`config.mk`:
```
export PLATFORM = sky130hd
export DESIGN_NAME = fetch_unit
export DESIGN_NICKNAME = d
export VERILOG_FILES = /design/src/logic/fetch_pkg.sv /design/src/logic/fetch_unit.sv /design/src/logic/fetch_stage.sv /design/src/logic/branch_predictor.sv /design/src/logic/fetch_match_queue.sv /design/src/logic/fetch_addr_fifo.sv
export SDC_FILE = /design/constraint.sdc
export NUM_CORES = 1
export LEC_CHECK = 0
export ABC_AREA = 1
export BUFFER_PORTS_ARGS = -buffer_cell sky130_fd_sc_hd__buf_2
export CORE_UTILIZATION = 41
export DETAILED_ROUTE_END_ITERATION = 10
export PLACE_DENSITY = 0.61
export SYNTH_ARGS = -nofsm -noshare
export SYNTH_HDL_FRONTEND = slang
export SYNTH_HIERARCHICAL = 1
export SYNTH_SLANG_ARGS = --single-unit
```
`constraint.sdc`:
```
create_clock -name iCLOCK -period 12.8 [get_ports iCLOCK]
set_clock_uncertainty 0.15 [all_clocks]
set_input_delay 2.56 -clock iCLOCK [delete_from_list [all_inputs] [get_ports iCLOCK]]
set_output_delay 2.56 -clock iCLOCK [all_outputs]
set_load 0.02 [all_outputs]
```
`src/logic/fetch_pkg.sv`:
```
/*
 * Shared types and constants of the instruction fetch front end.
 * Modules import it inside their body and use scoped names in their ports.
 */
package fetch_pkg;

	typedef logic [31:0] addr_t;       // Instruction byte address
	typedef logic [31:0] inst_t;       // Instruction word
	typedef logic [11:0] mmu_flags_t;  // Fault and attribute flags from memory
	typedef logic [31:0] psr_t;        // Processor status register
	typedef logic [1:0]  bp_counter_t; // 2 or more predicts taken

	typedef enum logic {
		FETCH_IDLE,
		FETCH_READ
	} fetch_state_t;

	// Branch opcodes, instruction bits 30:21
	localparam logic [9:0] OC_B   = 10'h130;
	localparam logic [9:0] OC_BR  = 10'h131;
	localparam logic [9:0] OC_BUR = 10'h132;

	// Address queue entry: {kernel, paging, address}
	localparam int FIFO_ENTRY_W = 34;

endpackage
```
`src/logic/fetch_unit.sv`:
```
/*
 * Fetch front end top: fetch stage with its address FIFO, match queue and BTB.
 * Connects to instruction memory on one side and decode on the other.
 */
`timescale 1ns/10ps

module fetch_unit #(
	parameter int FIFO_DEPTH  = 8,
	parameter int MATCH_DEPTH = 16,
	parameter int BTB_ENTRIES = 8
) (
	input  logic                  iCLOCK,
	input  logic                  inRESET,
	input  logic                  reset_sync,
	input  fetch_pkg::psr_t       psr,
	input  logic                  event_hold,
	input  logic                  event_start,
	input  logic                  event_end,
	input  logic                  setreg_pc_set,
	input  fetch_pkg::addr_t      setreg_pc,
	// Instruction memory
	output logic                  fetch_req,
	input  logic                  fetch_lock,
	output fetch_pkg::addr_t      fetch_addr,
	input  logic                  inst_valid,
	input  fetch_pkg::inst_t      inst,
	input  fetch_pkg::mmu_flags_t mmu_flags,
	// Decode
	output logic                  next_inst_valid,
	output fetch_pkg::inst_t      next_inst,
	output fetch_pkg::addr_t      next_pc,
	output fetch_pkg::mmu_flags_t next_mmu_flags,
	output logic                  next_paging_ena,
	output logic                  next_kernel_access,
	output logic                  next_predict,
	output fetch_pkg::addr_t      next_predict_addr,
	input  logic                  next_lock,
	input  logic                  fetch_stop,
	output logic                  prev_lock,
	output logic                  predict_flush,
	// Branch resolution
	input  logic                  pred_update_stb,
	input  logic                  pred_update_taken,
	input  fetch_pkg::addr_t      pred_update_inst_addr,
	input  fetch_pkg::addr_t      pred_update_target
);

	import fetch_pkg::*;

	logic                    q_clear;
	logic                    q_wr;
	logic [FIFO_ENTRY_W-1:0] q_wr_data;
	logic                    q_full;
	logic                    q_rd;
	logic [FIFO_ENTRY_W-1:0] q_rd_data;
	logic                    m_full;
	logic                    m_valid;
	logic                    bp_search_stb;
	addr_t                   bp_search_addr;
	logic                    bp_valid;
	logic                    bp_taken;
	addr_t                   bp_target;

	fetch_stage #(
		.FIFO_DEPTH (FIFO_DEPTH),
		.MATCH_DEPTH(MATCH_DEPTH)
	) u_stage (
		.iCLOCK(iCLOCK), .inRESET(inRESET), .reset_sync(reset_sync), .psr(psr),
		.event_hold(event_hold), .event_start(event_start), .event_end(event_end),
		.setreg_pc_set(setreg_pc_set), .setreg_pc(setreg_pc),
		.fetch_req(fetch_req), .fetch_lock(fetch_lock), .fetch_addr(fetch_addr),
		.inst_valid(inst_valid), .inst(inst), .mmu_flags(mmu_flags),
		.next_inst_valid(next_inst_valid), .next_inst(next_inst), .next_pc(next_pc),
		.next_mmu_flags(next_mmu_flags), .next_paging_ena(next_paging_ena),
		.next_kernel_access(next_kernel_access), .next_predict(next_predict),
		.next_predict_addr(next_predict_addr), .next_lock(next_lock),
		.fetch_stop(fetch_stop), .prev_lock(prev_lock),
		.q_clear(q_clear), .q_wr(q_wr), .q_wr_data(q_wr_data), .q_full(q_full),
		.q_rd(q_rd), .q_rd_data(q_rd_data), .m_full(m_full), .m_valid(m_valid),
		.bp_search_stb(bp_search_stb), .bp_search_addr(bp_search_addr),
		.bp_valid(bp_valid), .bp_taken(bp_taken), .bp_target(bp_target),
		.predict_flush(predict_flush)
	);

	fetch_addr_fifo #(
		.DEPTH(FIFO_DEPTH),
		.WIDTH(FIFO_ENTRY_W)
	) u_addr_fifo (
		.iCLOCK(iCLOCK), .inRESET(inRESET), .clear(q_clear),
		.wr_en(q_wr), .wr_data(q_wr_data), .full(q_full),
		.rd_en(q_rd), .rd_data(q_rd_data), .empty()
	);

	fetch_match_queue #(
		.DEPTH(MATCH_DEPTH)
	) u_match_queue (
		.iCLOCK(iCLOCK), .inRESET(inRESET), .clear(q_clear),
		.wr_req(q_wr), .rd_req(q_rd), .full(m_full), .rd_valid(m_valid)
	);

	// BTB contents survive redirects; only a synchronous reset wipes them
	branch_predictor #(
		.ENTRIES(BTB_ENTRIES)
	) u_btb (
		.iCLOCK(iCLOCK), .inRESET(inRESET), .clear(reset_sync),
		.search_stb(bp_search_stb), .search_addr(bp_search_addr),
		.search_valid(bp_valid), .search_taken(bp_taken), .search_target(bp_target),
		.pred_update_stb(pred_update_stb), .pred_update_taken(pred_update_taken),
		.pred_update_inst_addr(pred_update_inst_addr),
		.pred_update_target(pred_update_target)
	);

endmodule

```
`src/logic/fetch_stage.sv`:
```
/*
 * Fetch FSM, fetch PC and request gating toward instruction memory.
 * Pairs each returned word with its queued address and registers it for decode.
 */
`timescale 1ns/10ps

module fetch_stage #(
	parameter int FIFO_DEPTH  = 8,
	parameter int MATCH_DEPTH = 16
) (
	input  logic                 iCLOCK,
	input  logic                 inRESET,
	input  logic                 reset_sync,
	input  fetch_pkg::psr_t      psr,
	input  logic                 event_hold,
	input  logic                 event_start,
	input  logic                 event_end,
	input  logic                 setreg_pc_set,
	input  fetch_pkg::addr_t     setreg_pc,
	// Instruction memory
	output logic                 fetch_req,
	input  logic                 fetch_lock,
	output fetch_pkg::addr_t     fetch_addr,
	input  logic                 inst_valid,
	input  fetch_pkg::inst_t     inst,
	input  fetch_pkg::mmu_flags_t mmu_flags,
	// Decode
	output logic                 next_inst_valid,
	output fetch_pkg::inst_t     next_inst,
	output fetch_pkg::addr_t     next_pc,
	output fetch_pkg::mmu_flags_t next_mmu_flags,
	output logic                 next_paging_ena,
	output logic                 next_kernel_access,
	output logic                 next_predict,
	output fetch_pkg::addr_t     next_predict_addr,
	input  logic                 next_lock,
	input  logic                 fetch_stop,
	output logic                 prev_lock,
	// Address FIFO and match queue
	output logic                 q_clear,
	output logic                 q_wr,
	output logic [fetch_pkg::FIFO_ENTRY_W-1:0] q_wr_data,
	input  logic                 q_full,
	output logic                 q_rd,
	input  logic [fetch_pkg::FIFO_ENTRY_W-1:0] q_rd_data,
	input  logic                 m_full,
	input  logic                 m_valid,
	// Branch target buffer
	output logic                 bp_search_stb,
	output fetch_pkg::addr_t     bp_search_addr,
	input  logic                 bp_valid,
	input  logic                 bp_taken,
	input  fetch_pkg::addr_t     bp_target,
	output logic                 predict_flush
);

	import fetch_pkg::*;

	fetch_state_t state;
	fetch_state_t state_next;
	addr_t        fetch_pc;
	logic         jump;
	logic         bp_hit;
	logic         ret_match;
	addr_t        head_addr;
	logic         head_paging;
	logic         head_kernel;

	function automatic logic is_branch(input inst_t word);
		case (word[30:21])
			OC_B, OC_BR, OC_BUR: return 1'b1;
			default:             return 1'b0;
		endcase
	endfunction

	// Queue entries pair one to one; extra FIFO depth would never fill
	initial begin
		assert (FIFO_DEPTH >= 2 && MATCH_DEPTH >= FIFO_DEPTH)
			else $error("fetch_stage: bad queue depths");
	end

	assign jump      = event_end && setreg_pc_set;
	assign ret_match = inst_valid && m_valid; // Word of the current stream
	assign {head_kernel, head_paging, head_addr} = q_rd_data;

	always_comb begin
		state_next = state;
		if (reset_sync) begin
			state_next = FETCH_IDLE;
		end else if (jump) begin
			state_next = FETCH_READ;
		end else if (event_start || event_hold || predict_flush) begin
			state_next = FETCH_IDLE;
		end else if (state == FETCH_IDLE) begin
			state_next = FETCH_READ;
		end
	end

	always_ff @(posedge iCLOCK or negedge inRESET) begin
		if (!inRESET) begin
			state <= FETCH_IDLE;
		end else begin
			state <= state_next;
		end
	end

	assign fetch_req = (state == FETCH_READ) && !reset_sync && !jump && !event_start
		&& !event_hold && !predict_flush && !q_full && !m_full && !fetch_lock && !fetch_stop;

	always_ff @(posedge iCLOCK or negedge inRESET) begin
		if (!inRESET) begin
			fetch_pc <= '0;
		end else if (reset_sync) begin
			fetch_pc <= '0;
		end else if (jump) begin
			fetch_pc <= {setreg_pc[31:1], 1'b0};
		end else if (event_start) begin
			fetch_pc <= '0;
		end else if (event_hold) begin
			fetch_pc <= fetch_pc;
		end else if (predict_flush) begin
			fetch_pc <= bp_target; // Early redirect
		end else if (fetch_req) begin
			fetch_pc <= fetch_pc + 32'd4;
		end
	end

	assign fetch_addr = fetch_pc;
	assign prev_lock  = next_lock;

	// Queue control
	assign q_wr      = fetch_req;
	assign q_wr_data = {psr[6:5] == 2'b00, psr[1:0] != 2'b00, fetch_pc};
	assign q_rd      = ret_match && !next_lock;
	assign q_clear   = reset_sync || event_start || predict_flush;

	// Branch prediction on returned words
	assign bp_search_stb  = ret_match && is_branch(inst);
	assign bp_search_addr = head_addr;
	assign bp_hit         = bp_valid && bp_taken;
	assign predict_flush  = bp_hit && !next_lock && !event_hold;

	// The predicted branch itself still goes to decode
	always_ff @(posedge iCLOCK or negedge inRESET) begin
		if (!inRESET) begin
			next_inst_valid <= 1'b0;
			next_predict    <= 1'b0;
		end else if (reset_sync || event_start) begin
			next_inst_valid <= 1'b0;
			next_predict    <= 1'b0;
		end else if (!next_lock) begin
			next_inst_valid <= ret_match;
			next_predict    <= bp_hit;
		end
	end

	always_ff @(posedge iCLOCK) begin
		if (!next_lock) begin
			next_inst          <= inst;
			next_pc            <= head_addr + 32'd4;
			next_mmu_flags     <= mmu_flags;
			next_paging_ena    <= head_paging;
			next_kernel_access <= head_kernel;
			next_predict_addr  <= bp_target;
		end
	end

	a_req_lock: assert property (@(posedge iCLOCK) disable iff (!inRESET)
		!(fetch_req && fetch_lock));

endmodule

```
`src/logic/branch_predictor.sv`:
```
/*
 * Direct-mapped branch target buffer with 2-bit saturating counters.
 * Search answers in the same cycle; updates land on the next edge.
 */
`timescale 1ns/10ps

module branch_predictor #(
	parameter int ENTRIES = 8 // Power of two, at least 2
) (
	input  logic             iCLOCK,
	input  logic             inRESET,
	input  logic             clear,
	// Search
	input  logic             search_stb,
	input  fetch_pkg::addr_t search_addr,
	output logic             search_valid,
	output logic             search_taken,
	output fetch_pkg::addr_t search_target,
	// Update from branch resolution
	input  logic             pred_update_stb,
	input  logic             pred_update_taken,
	input  fetch_pkg::addr_t pred_update_inst_addr,
	input  fetch_pkg::addr_t pred_update_target
);

	import fetch_pkg::*;

	localparam int IDX_W = $clog2(ENTRIES);
	localparam int TAG_W = 32 - 2 - IDX_W;

	logic [ENTRIES-1:0] valid_q;
	logic [TAG_W-1:0]   tag_q    [ENTRIES];
	addr_t              target_q [ENTRIES];
	bp_counter_t        count_q  [ENTRIES];

	logic [IDX_W-1:0] s_idx;
	logic [TAG_W-1:0] s_tag;
	logic [IDX_W-1:0] u_idx;
	logic [TAG_W-1:0] u_tag;
	logic             u_hit;

	// Word aligned, so the index starts at bit 2
	assign s_idx = search_addr[IDX_W+1:2];
	assign s_tag = search_addr[31:IDX_W+2];
	assign u_idx = pred_update_inst_addr[IDX_W+1:2];
	assign u_tag = pred_update_inst_addr[31:IDX_W+2];

	assign u_hit = valid_q[u_idx] && (tag_q[u_idx] == u_tag);

	assign search_valid  = search_stb && valid_q[s_idx] && (tag_q[s_idx] == s_tag);
	assign search_taken  = search_valid && (count_q[s_idx] >= bp_counter_t'(2));
	assign search_target = target_q[s_idx];

	always_ff @(posedge iCLOCK or negedge inRESET) begin
		if (!inRESET) begin
			valid_q <= '0;
		end else if (clear) begin
			valid_q <= '0;
		end else if (pred_update_stb && pred_update_taken) begin
			valid_q[u_idx] <= 1'b1; // Allocate on a taken branch
		end
	end

	always_ff @(posedge iCLOCK) begin
		if (pred_update_stb) begin
			if (pred_update_taken) begin
				tag_q[u_idx]    <= u_tag;
				target_q[u_idx] <= pred_update_target;
				if (!u_hit) begin
					count_q[u_idx] <= bp_counter_t'(2); // Fresh entry, weakly taken
				end else if (count_q[u_idx] != '1) begin
					count_q[u_idx] <= count_q[u_idx] + 1'b1;
				end
			end else if (u_hit && count_q[u_idx] != '0) begin
				count_q[u_idx] <= count_q[u_idx] - 1'b1;
			end
		end
	end

endmodule

```
`src/logic/fetch_match_queue.sv`:
```
/*
 * Counts fetch requests still waiting for their word.
 * A return with nothing outstanding is stale and its read is ignored.
 */
`timescale 1ns/10ps

module fetch_match_queue #(
	parameter int DEPTH = 16
) (
	input  logic iCLOCK,
	input  logic inRESET,
	input  logic clear,
	input  logic wr_req,
	input  logic rd_req,
	output logic full,
	output logic rd_valid
);

	localparam int CNT_W = $clog2(DEPTH + 1);

	logic [CNT_W-1:0] count;
	logic             do_wr;
	logic             do_rd;

	assign do_wr = wr_req && !full;
	assign do_rd = rd_req && rd_valid; // Filters returns after a flush

	always_ff @(posedge iCLOCK or negedge inRESET) begin
		if (!inRESET) begin
			count <= '0;
		end else if (clear) begin
			count <= '0;
		end else if (do_wr && !do_rd) begin
			count <= count + 1'b1;
		end else if (do_rd && !do_wr) begin
			count <= count - 1'b1;
		end
	end

	assign full     = (count == CNT_W'(DEPTH));
	assign rd_valid = (count != '0);

	a_count_bound: assert property (@(posedge iCLOCK) disable iff (!inRESET)
		count <= CNT_W'(DEPTH));

endmodule

```
`src/logic/fetch_addr_fifo.sv`:
```
/*
 * Show-ahead FIFO for outstanding fetch requests.
 * rd_data always presents the head entry; rd_en pops it.
 */
`timescale 1ns/10ps

module fetch_addr_fifo #(
	parameter int DEPTH = 8,
	parameter int WIDTH = 34
) (
	input  logic             iCLOCK,
	input  logic             inRESET,
	input  logic             clear,
	input  logic             wr_en,
	input  logic [WIDTH-1:0] wr_data,
	output logic             full,
	input  logic             rd_en,
	output logic [WIDTH-1:0] rd_data,
	output logic             empty
);

	localparam int PTR_W = (DEPTH > 1) ? $clog2(DEPTH) : 1;
	localparam int CNT_W = $clog2(DEPTH + 1);

	logic [WIDTH-1:0] mem [DEPTH];
	logic [PTR_W-1:0] wr_ptr;
	logic [PTR_W-1:0] rd_ptr;
	logic [CNT_W-1:0] count;
	logic             do_wr;
	logic             do_rd;

	// Wraps at DEPTH, so DEPTH need not be a power of two
	function automatic logic [PTR_W-1:0] ptr_inc(input logic [PTR_W-1:0] ptr);
		return (ptr == PTR_W'(DEPTH - 1)) ? '0 : ptr + 1'b1;
	endfunction

	assign do_wr = wr_en && !full;
	assign do_rd = rd_en && !empty;

	always_ff @(posedge iCLOCK) begin
		if (do_wr) begin
			mem[wr_ptr] <= wr_data;
		end
	end

	always_ff @(posedge iCLOCK or negedge inRESET) begin
		if (!inRESET) begin
			wr_ptr <= '0;
			rd_ptr <= '0;
			count  <= '0;
		end else if (clear) begin // Drop everything in one cycle
			wr_ptr <= '0;
			rd_ptr <= '0;
			count  <= '0;
		end else begin
			if (do_wr) begin
				wr_ptr <= ptr_inc(wr_ptr);
			end
			if (do_rd) begin
				rd_ptr <= ptr_inc(rd_ptr);
			end
			if (do_wr && !do_rd) begin
				count <= count + 1'b1;
			end else if (do_rd && !do_wr) begin
				count <= count - 1'b1;
			end
		end
	end

	assign full    = (count == CNT_W'(DEPTH));
	assign empty   = (count == '0);
	assign rd_data = mem[rd_ptr]; // Head entry, no read latency

	a_no_overflow: assert property (@(posedge iCLOCK) disable iff (!inRESET)
		wr_en |-> !full);
	a_no_underflow: assert property (@(posedge iCLOCK) disable iff (!inRESET)
		rd_en |-> !empty);

endmodule

```
==> impl_results.md, run 1 <==
* Run status: completed
* PnR Total Power at just under 7 mW
* Setup bufs post-CTS at 0
* Grt ovf at 0
* Post-Synthesis Cells at 4007
* Path category of the worst min-delay check: register to register
* Clock Pin Slew Worst Setup and Hold Paths at roughly 60 ps
* Critical path fanouts, max at 177
* Setup TNS at 0 ps
* Worst setup slack before clock tree synthesis at just over 3000 ps
* Via density per instance at 5.29
* Sequential Power Share at 0.507
* Detailed-route via count at 30000
* Critical Path Source Type: register
* Final weighted congestion in routability-driven placement at 0.849
* Final number of hold-violating endpoints at 0
* Remaining design rule violation count at 0
* Total routing usage reported by global routing at 0.225
* Worst hold path stage count at 2
* Initial DRC count at 2882
* Hold Path Sink: u_btb/valid_q[6]$_DFFE_PN0P_
* Unrepaired setup endpoints after global routing: false
* Per-instance average area after synthesis at 10.5 um^2
* Launch point of the worst hold path: u_btb/valid_q[6]$_DFFE_PN0P_
* Die Outline Area at 0.104 mm^2
* Buffer cell driving the clock tree root: clkbuf_16
* Initial antenna violation count at 18
* Ys Warns at 6
* CTS tree: built
* Power share of the clock group at 0.405
* Instance count after placement with tap cells included at between 5000 and 6000
* P_leak at 18.1 nW
* Maxcap violations at 0
* I/O Buffers at 300
* Detailed placement HPWL at 71200 um
* RR Endpoint: u_addr_fifo/mem[6][10]$_DFFE_PP_
* Min Tclk post-route at 10000 ps
* Required time worst endpoint at 10090 ps
* Wire length per cell after detailed routing at between 20 and 25 um
* Relative contribution of combinational cells to total power at 0.088
* I/O pin count at 332
* Synthesized netlist net count at 4208
* R2R depth at 28
* Pwr Density at 142 mW/mm^2
* Int Pwr at a little over 5 mW
* Commonest cells after routing, fill and taps aside: edfxtp_1 (870), nand2_1 (755), nor2_1 (623)
* Buffer depth of the longest clock path at 3
* Setup slack, reg-to-reg at 4400 ps
* Quantity of gates resized following cts at 0
* Die Height at 322 um
* Maximum number of pins on one net before global-route repair at about 180
* Clock tree sinks at 928
* Total clock buffers created by CTS at 97
* Final Routed Wirelength at about 120000 um
* Hold buffer count at CTS at 0
* Placement row count at 117
* Count of endpoints failing setup in the final report at 0
* Worst setup EP type: output port
* Most common library cell in the layout ignoring fill and taps: edfxtp_1
* Horizontal extent of the die at 322 um
* CTS H-Tree Depth at 3
* Worst-Margin Slew at 1280 ps
* Area Overhead vs Synth at 13.1%
* Reg-to-reg startpoint: u_addr_fifo/rd_ptr[0]$_DFFE_PN0P_
* Post-DRT Antenna Nets at 0
* Highest achievable clock rate at 100 MHz
* Final setup margin at between 2000 and 3000 ps
* Core Box Area at 0.102 mm^2
* Net Sw Frac at 0.246
* Final Max Slew Viols at 0
* Clock network latency to the later pin of the worst-skew pair at 690 ps
* Classification of the worst setup path: register to output port
* VDD IR-drop max at 124 uV
* Tcrit/Tclk final at 0.781
* Switching pwr at 1.66 mW
* Count of non-filler cells in the finished layout at between 5000 and 6000
* Cell Area, Synth at 0.0421 mm^2
* Layout net count at 4416
* Wire length of the first global-routing pass at 174000 um
* Share of post-route cells with drive strength above 1 at 0.147
* Rel. slew slack at 0.146
* Starting density of the core at 0.414
* Utilization after layout at 0.468
* Number of iterations in the first detailed-routing pass at 6
* Vias in the first global route at 27600
* Arrival time of data at the critical path endpoint at approximately 7300 ps
==> how the worst max path moves through the flow <==
stage,startpoint,end,slack (ps),depth (start not counted)
2_1_floorplan,next_lock,predict_flush,5630,4
3_3_place_gp,inst_valid,fetch_req,3150,17
3_5_place_dp,inst_valid,fetch_req,3090,17
4_1_cts,u_addr_fifo/rd_ptr[0]$_DFFE_PN0P_,fetch_req,2780,23
5_1_grt,u_addr_fifo/rd_ptr[0]$_DFFE_PN0P_,fetch_req,2330,23
6_report,u_addr_fifo/rd_ptr[0]$_DFFE_PN0P_,fetch_req,2800,23
==> state kept, by name (all words and copies together), names as in the netlist <==
register,count
u_btb/target_q,256
u_stage/next_pc,32
u_stage/next_predict,1
u_addr_fifo/rd_ptr,3
u_stage/state,1
u_stage/next_predict_addr,32
u_stage/next_inst_valid,1
u_btb/tag_q,216
u_btb/valid_q,8
u_btb/count_q,16
u_addr_fifo/mem,272
u_stage/next_paging_ena,1
u_match_queue/count,5
u_stage/next_mmu_flags,12
u_stage/next_inst,32
u_stage/next_kernel_access,1
u_addr_fifo/count,4
u_addr_fifo/wr_ptr,3
u_stage/fetch_addr,32
==> metrics by stage <==
| step | cell area, um^2 | hold slack [ps] |
|---|---|---|
| floorplan | 42100 | 316 |
| global placement | 44500 | 332 |
| detailed placement | 44500 | 344 |
| CTS | 47600 | 357 |
| global route | 47600 | 379 |
| finish | 47600 | 352 |
==> layout make-up <==
cell class                      count  area, um^2
Clock buffer                      131        2630
Inverter                          310        1180
Antenna cell                        6        15.0
Fill cell                        9249       54100
Timing Repair Buffer              371        2050
Multi-Input combinational cell   2507       12000
Sequential cell                   928       27600
Tap cell                         1368        1710
Clock inverter                     49         475
==> power by group through the flow <==
stage          Combinational (mW)  Sequential, mW  Clock (mW)
4_1_cts                     0.595            3.43        2.79
3_3_place_gp                0.587            3.49           0
5_1_grt                     0.653            3.44        2.91
2_1_floorplan               0.346            3.52           0
6_report                    0.596            3.43        2.74
3_5_place_dp                0.593            3.49           0
==> layer usage <==
layer,part of all wire,track usage
met5,0.0011,0
met4,0.027,0.0751
met3,0.079,0.0423
met2,0.47,0.359
met1,0.42,0.309
==> worst max-delay path, stage by stage, from the launching register on <==
cell and delay, ps:
dfrtp_4 660, inv_4 750, buf_4 630, o21ai_0 160
o22ai_1 150, nor2_1 90, a31oi_4 430, buf_12 480
a21oi_1 150, o21ai_0 120, nand2_1 70, nand2_1 60
nand2_1 220, xnor2_1 200, nand2_1 90, nor2_1 170
nand3_1 180, nor3_1 350, nand3_4 230, nor2_8 350
inv_4 270, nand2_2 150, nor2_4 80, buf_2 170
No activity file was read; power rests on OpenSTA's default activity.
==> inputs of run 2 (changes only) <==
- PLACE_DENSITY: 0.61 -> 0.63
- clock period: 12.8 -> 8.9 ns (I/O delays scaled with it)
==> impl_results.md, run 2 (synthesized netlist as in run 1, its figures left out) <==
* Maxcap violations at 0 (unchanged)
* Die Height at 322 um (unchanged)
* Initial DRC count at 3103 (was 2882)
* Quantity of gates resized following cts at 0 (unchanged)
* Wire length of the first global-routing pass at 172000 um (was 174000 um)
* Tcrit/Tclk final at 0.883
* Commonest cells after routing, fill and taps aside: edfxtp_1 (870), nand2_1 (755), nor2_1 (623) (unchanged)
* Detailed placement HPWL at 70500 um (was 71200 um)
* Area Overhead vs Synth at 13.3% (was 13.1%)
* CTS H-Tree Depth at 3 (unchanged)
* RR Endpoint: u_stage/fetch_addr[13]$_DFFE_PN0P_ (was u_addr_fifo/mem[6][10]$_DFFE_PP_)
* CTS tree: built (unchanged)
* Cell area after placement at 0.0446 mm^2 (was 0.0445 mm^2)
* Arrival time of data at the critical path endpoint at 5930 ps (was 7290 ps)
* Final number of hold-violating endpoints at 0 (unchanged)
* Register bank with the most flops: u_addr_fifo/mem (unchanged)
* Core Box Area at 0.102 mm^2 (unchanged)
* Buffer depth of the longest clock path at 3 (unchanged)
* Kind of cell adding the most delay to the critical path: simple AND/OR/NAND/NOR gates (was buffers and inverters)
* Final Max Slew Viols at 0 (unchanged)
* Crit path cell chain: inv_4 -> o21ai_0 -> o22ai_1 -> nor2_1 -> a31oi_4 -> buf_12 -> o21ai_0 -> o21ai_0 -> nand2_1 -> nand3_1 -> nand3_1 -> nor2_1 -> nand3_1 -> nor3_1 -> nand3_4 -> nor2_8 -> inv_4 -> nand2_2 -> nor2_4 -> buf_2 (was inv_4 -> buf_4 -> o21ai_0 -> o22ai_1 -> nor2_1 -> a31oi_4 -> buf_12 -> a21oi_1 -> o21ai_0 -> nand2_1 -> nand2_1 -> nand2_1 -> xnor2_1 -> nand2_1 -> nor2_1 -> nand3_1 -> nor3_1 -> nand3_4 -> nor2_8 -> inv_4 -> nand2_2 -> nor2_4 -> buf_2)
* Clock tree sinks at 928 (unchanged)
* Remaining design rule violation count at 0 (unchanged)
* Worst-Margin Slew at 1210 ps (was 1280 ps)
* Most common library cell in the layout ignoring fill and taps: edfxtp_1 (unchanged)
* Vias in the first global route at 27800 (was 27600)
* Count of endpoints failing setup in the final report at 0 (unchanged)
* Required time worst endpoint at 6970 ps (was 10090 ps)
* Pwr Density at 203 mW/mm^2 (was 142 mW/mm^2)
* P_leak at 18.1 nW (about the same)
* Horizontal extent of the die at 322 um (unchanged)
* Setup slack, reg-to-reg at 2050 ps (was 4400 ps)
* Reg-to-reg startpoint: u_addr_fifo/rd_ptr[0]$_DFFE_PN0P_ (unchanged)
* I/O Buffers at 300 (unchanged)
* Classification of the worst setup path: register to output port (unchanged)
* R2R depth at 24 (was 28)
* VDD IR-drop max at 137 uV (was 124 uV)
* Via density per instance at 5.28 (was 5.29)
* Buffer and inverter count on the worst path at 4 (was 5)
* Clock Pin Slew Worst Setup and Hold Paths at 60 ps (about the same)
* Multi-input combinational cell area at 0.0120 mm^2 (unchanged)
* Wire length per cell after detailed routing at 20.7 um (was 21.0 um)
* Grt ovf at 0 (unchanged)
* Instance count after placement with tap cells included at 5493 (was 5484)
* Max reg flops at 272 (unchanged)
* Final-layout fill cell count at 9237 (was 9249)
* Buffer cell driving the clock tree root: clkbuf_16 (unchanged)
* I/O pin count at 332 (unchanged)
* Setup TNS at 0 ps (unchanged)
* Final weighted congestion in routability-driven placement at 0.876 (was 0.849)
* Layout net count at 4425 (was 4416)
* Critical Path Source Type: register (unchanged)
* Maximum number of pins on one net before global-route repair at 169 (was 178)
* Die Outline Area at 0.104 mm^2 (unchanged)
* Hold buffer count at CTS at 0 (unchanged)
* Rel. slew slack at 0.193 (was 0.146)
* Placement row count at 117 (unchanged)
* Critical path fanouts, max at 168 (was 177)
* Setup bufs post-CTS at 0 (unchanged)
* Count of non-filler cells in the finished layout at 5682 (was 5670)
* Number of iterations in the first detailed-routing pass at 6 (unchanged)
* Worst hold path stage count at 2 (unchanged)
* Detailed-route via count at 30000 (about the same)
* Min Tclk post-route at about 8000 ps
* Worst setup EP type: output port (unchanged)
* Run status: completed (unchanged)
* Path category of the worst min-delay check: register to register (unchanged)
* Critical path startpoint: u_addr_fifo/rd_ptr[0]$_DFFE_PN0P_ (unchanged)
* Delay contributed by the slowest stage of the critical path at 770 ps (was 750 ps)
* Total routing usage reported by global routing at 0.222 (was 0.225)
* Clock network latency to the later pin of the worst-skew pair at 690 ps (about the same)
* Highest achievable clock rate at 127 MHz
* Final design instance area without fill at 0.0477 mm^2 (was 0.0476 mm^2)
* Largest registers: u_addr_fifo/mem x272, u_btb/target_q x256, u_btb/tag_q x216 (unchanged)
* Final Routed Wirelength at 118000 um (was 119000 um)
* Crit path depth at 20 (was 23)
* Total clock buffers created by CTS at 97 (unchanged)
* Critical path destination: fetch_req (unchanged)
* Post-DRT Antenna Nets at 0 (unchanged)
* Sequential cell area at 0.0276 mm^2 (unchanged)
* Starting density of the core at 0.414 (unchanged)
* Unrepaired setup endpoints after global routing: false (unchanged)
* Slowest cell on crit path: dfrtp_4 (was inv_4)
* Initial antenna violation count at 20 (was 18)
* Share of post-route cells with drive strength above 1 at 0.150 (was 0.147)
[run 2: cell types whose count changed in the layout (fill, tap and decap cells not counted), sizes merged]
cell	change
clkinvlp	+5
clkinv	+7
clkbuf	-10
bufinv	-1
diode	+2
buf	+9
[run 2: report_power, final]
group / leakage (nW) / switching (mW) / internal [mW] / total, mW
clock: 1.49 / 1.71 / 2.19 / 3.90
sequential: 8.75 / 0.0600 / 4.88 / 4.94
combinational: 7.87 / 0.617 / 0.242 / 0.859
total: 18.1 / 2.39 / 7.31 / 9.69
[run 2: worst min-delay path, stage by stage (launching register included)]
cell	delay [ps]
dfrtp_1	340
nand2_1	60
nand2_1	60
[run 2: final cells by class]
type	instances	area share
diodes	8	0.000420
clock buffers	121	0.0543
clock inverters	60	0.0100
inverters	310	0.0247
multi-input cells	2507	0.251
flip-flops and latches	928	0.578
well taps	1368	0.0359
repair buffers	380	0.0454
[run 2: worst min-delay path by stage]
stage,start,to,slack (ps)
2_1_floorplan,u_btb/valid_q[3]$_DFFE_PN0P_,u_btb/valid_q[3]$_DFFE_PN0P_,320
3_3_place_gp,u_stage/fetch_addr[14]$_DFFE_PN0P_,u_stage/fetch_addr[14]$_DFFE_PN0P_,320
3_5_place_dp,u_stage/fetch_addr[14]$_DFFE_PN0P_,u_stage/fetch_addr[14]$_DFFE_PN0P_,320
4_1_cts,u_stage/fetch_addr[14]$_DFFE_PN0P_,u_stage/fetch_addr[14]$_DFFE_PN0P_,330
5_1_grt,u_stage/fetch_addr[14]$_DFFE_PN0P_,u_stage/fetch_addr[14]$_DFFE_PN0P_,370
6_report,u_stage/fetch_addr[14]$_DFFE_PN0P_,u_stage/fetch_addr[14]$_DFFE_PN0P_,340
[run 2: routing by layer]
layer | part of all wire | global-route usage | up-vias
li1 | - | - | 14100
met1 | 0.41 | 0.300 | 14400
met2 | 0.47 | 0.354 | 1241
met3 | 0.087 | 0.0438 | 211
met4 | 0.030 | 0.0806 | 18
met5 | 0.00097 | 0 | -
[run 2: through the flow]
stage / hold WS [ps] / setup slack [ps] / total power [mW] / utilization
5_1_grt: 372 / 642 / 10.0 / 0.469
4_1_cts: 335 / 1010 / 9.76 / 0.469
6_report: 340 / 1040 / 9.69 / 0.469
3_3_place_gp: 318 / 1770 / 5.87 / 0.439
3_5_place_dp: 319 / 1760 / 5.88 / 0.439
2_1_floorplan: 316 / 3030 / 5.56 / -
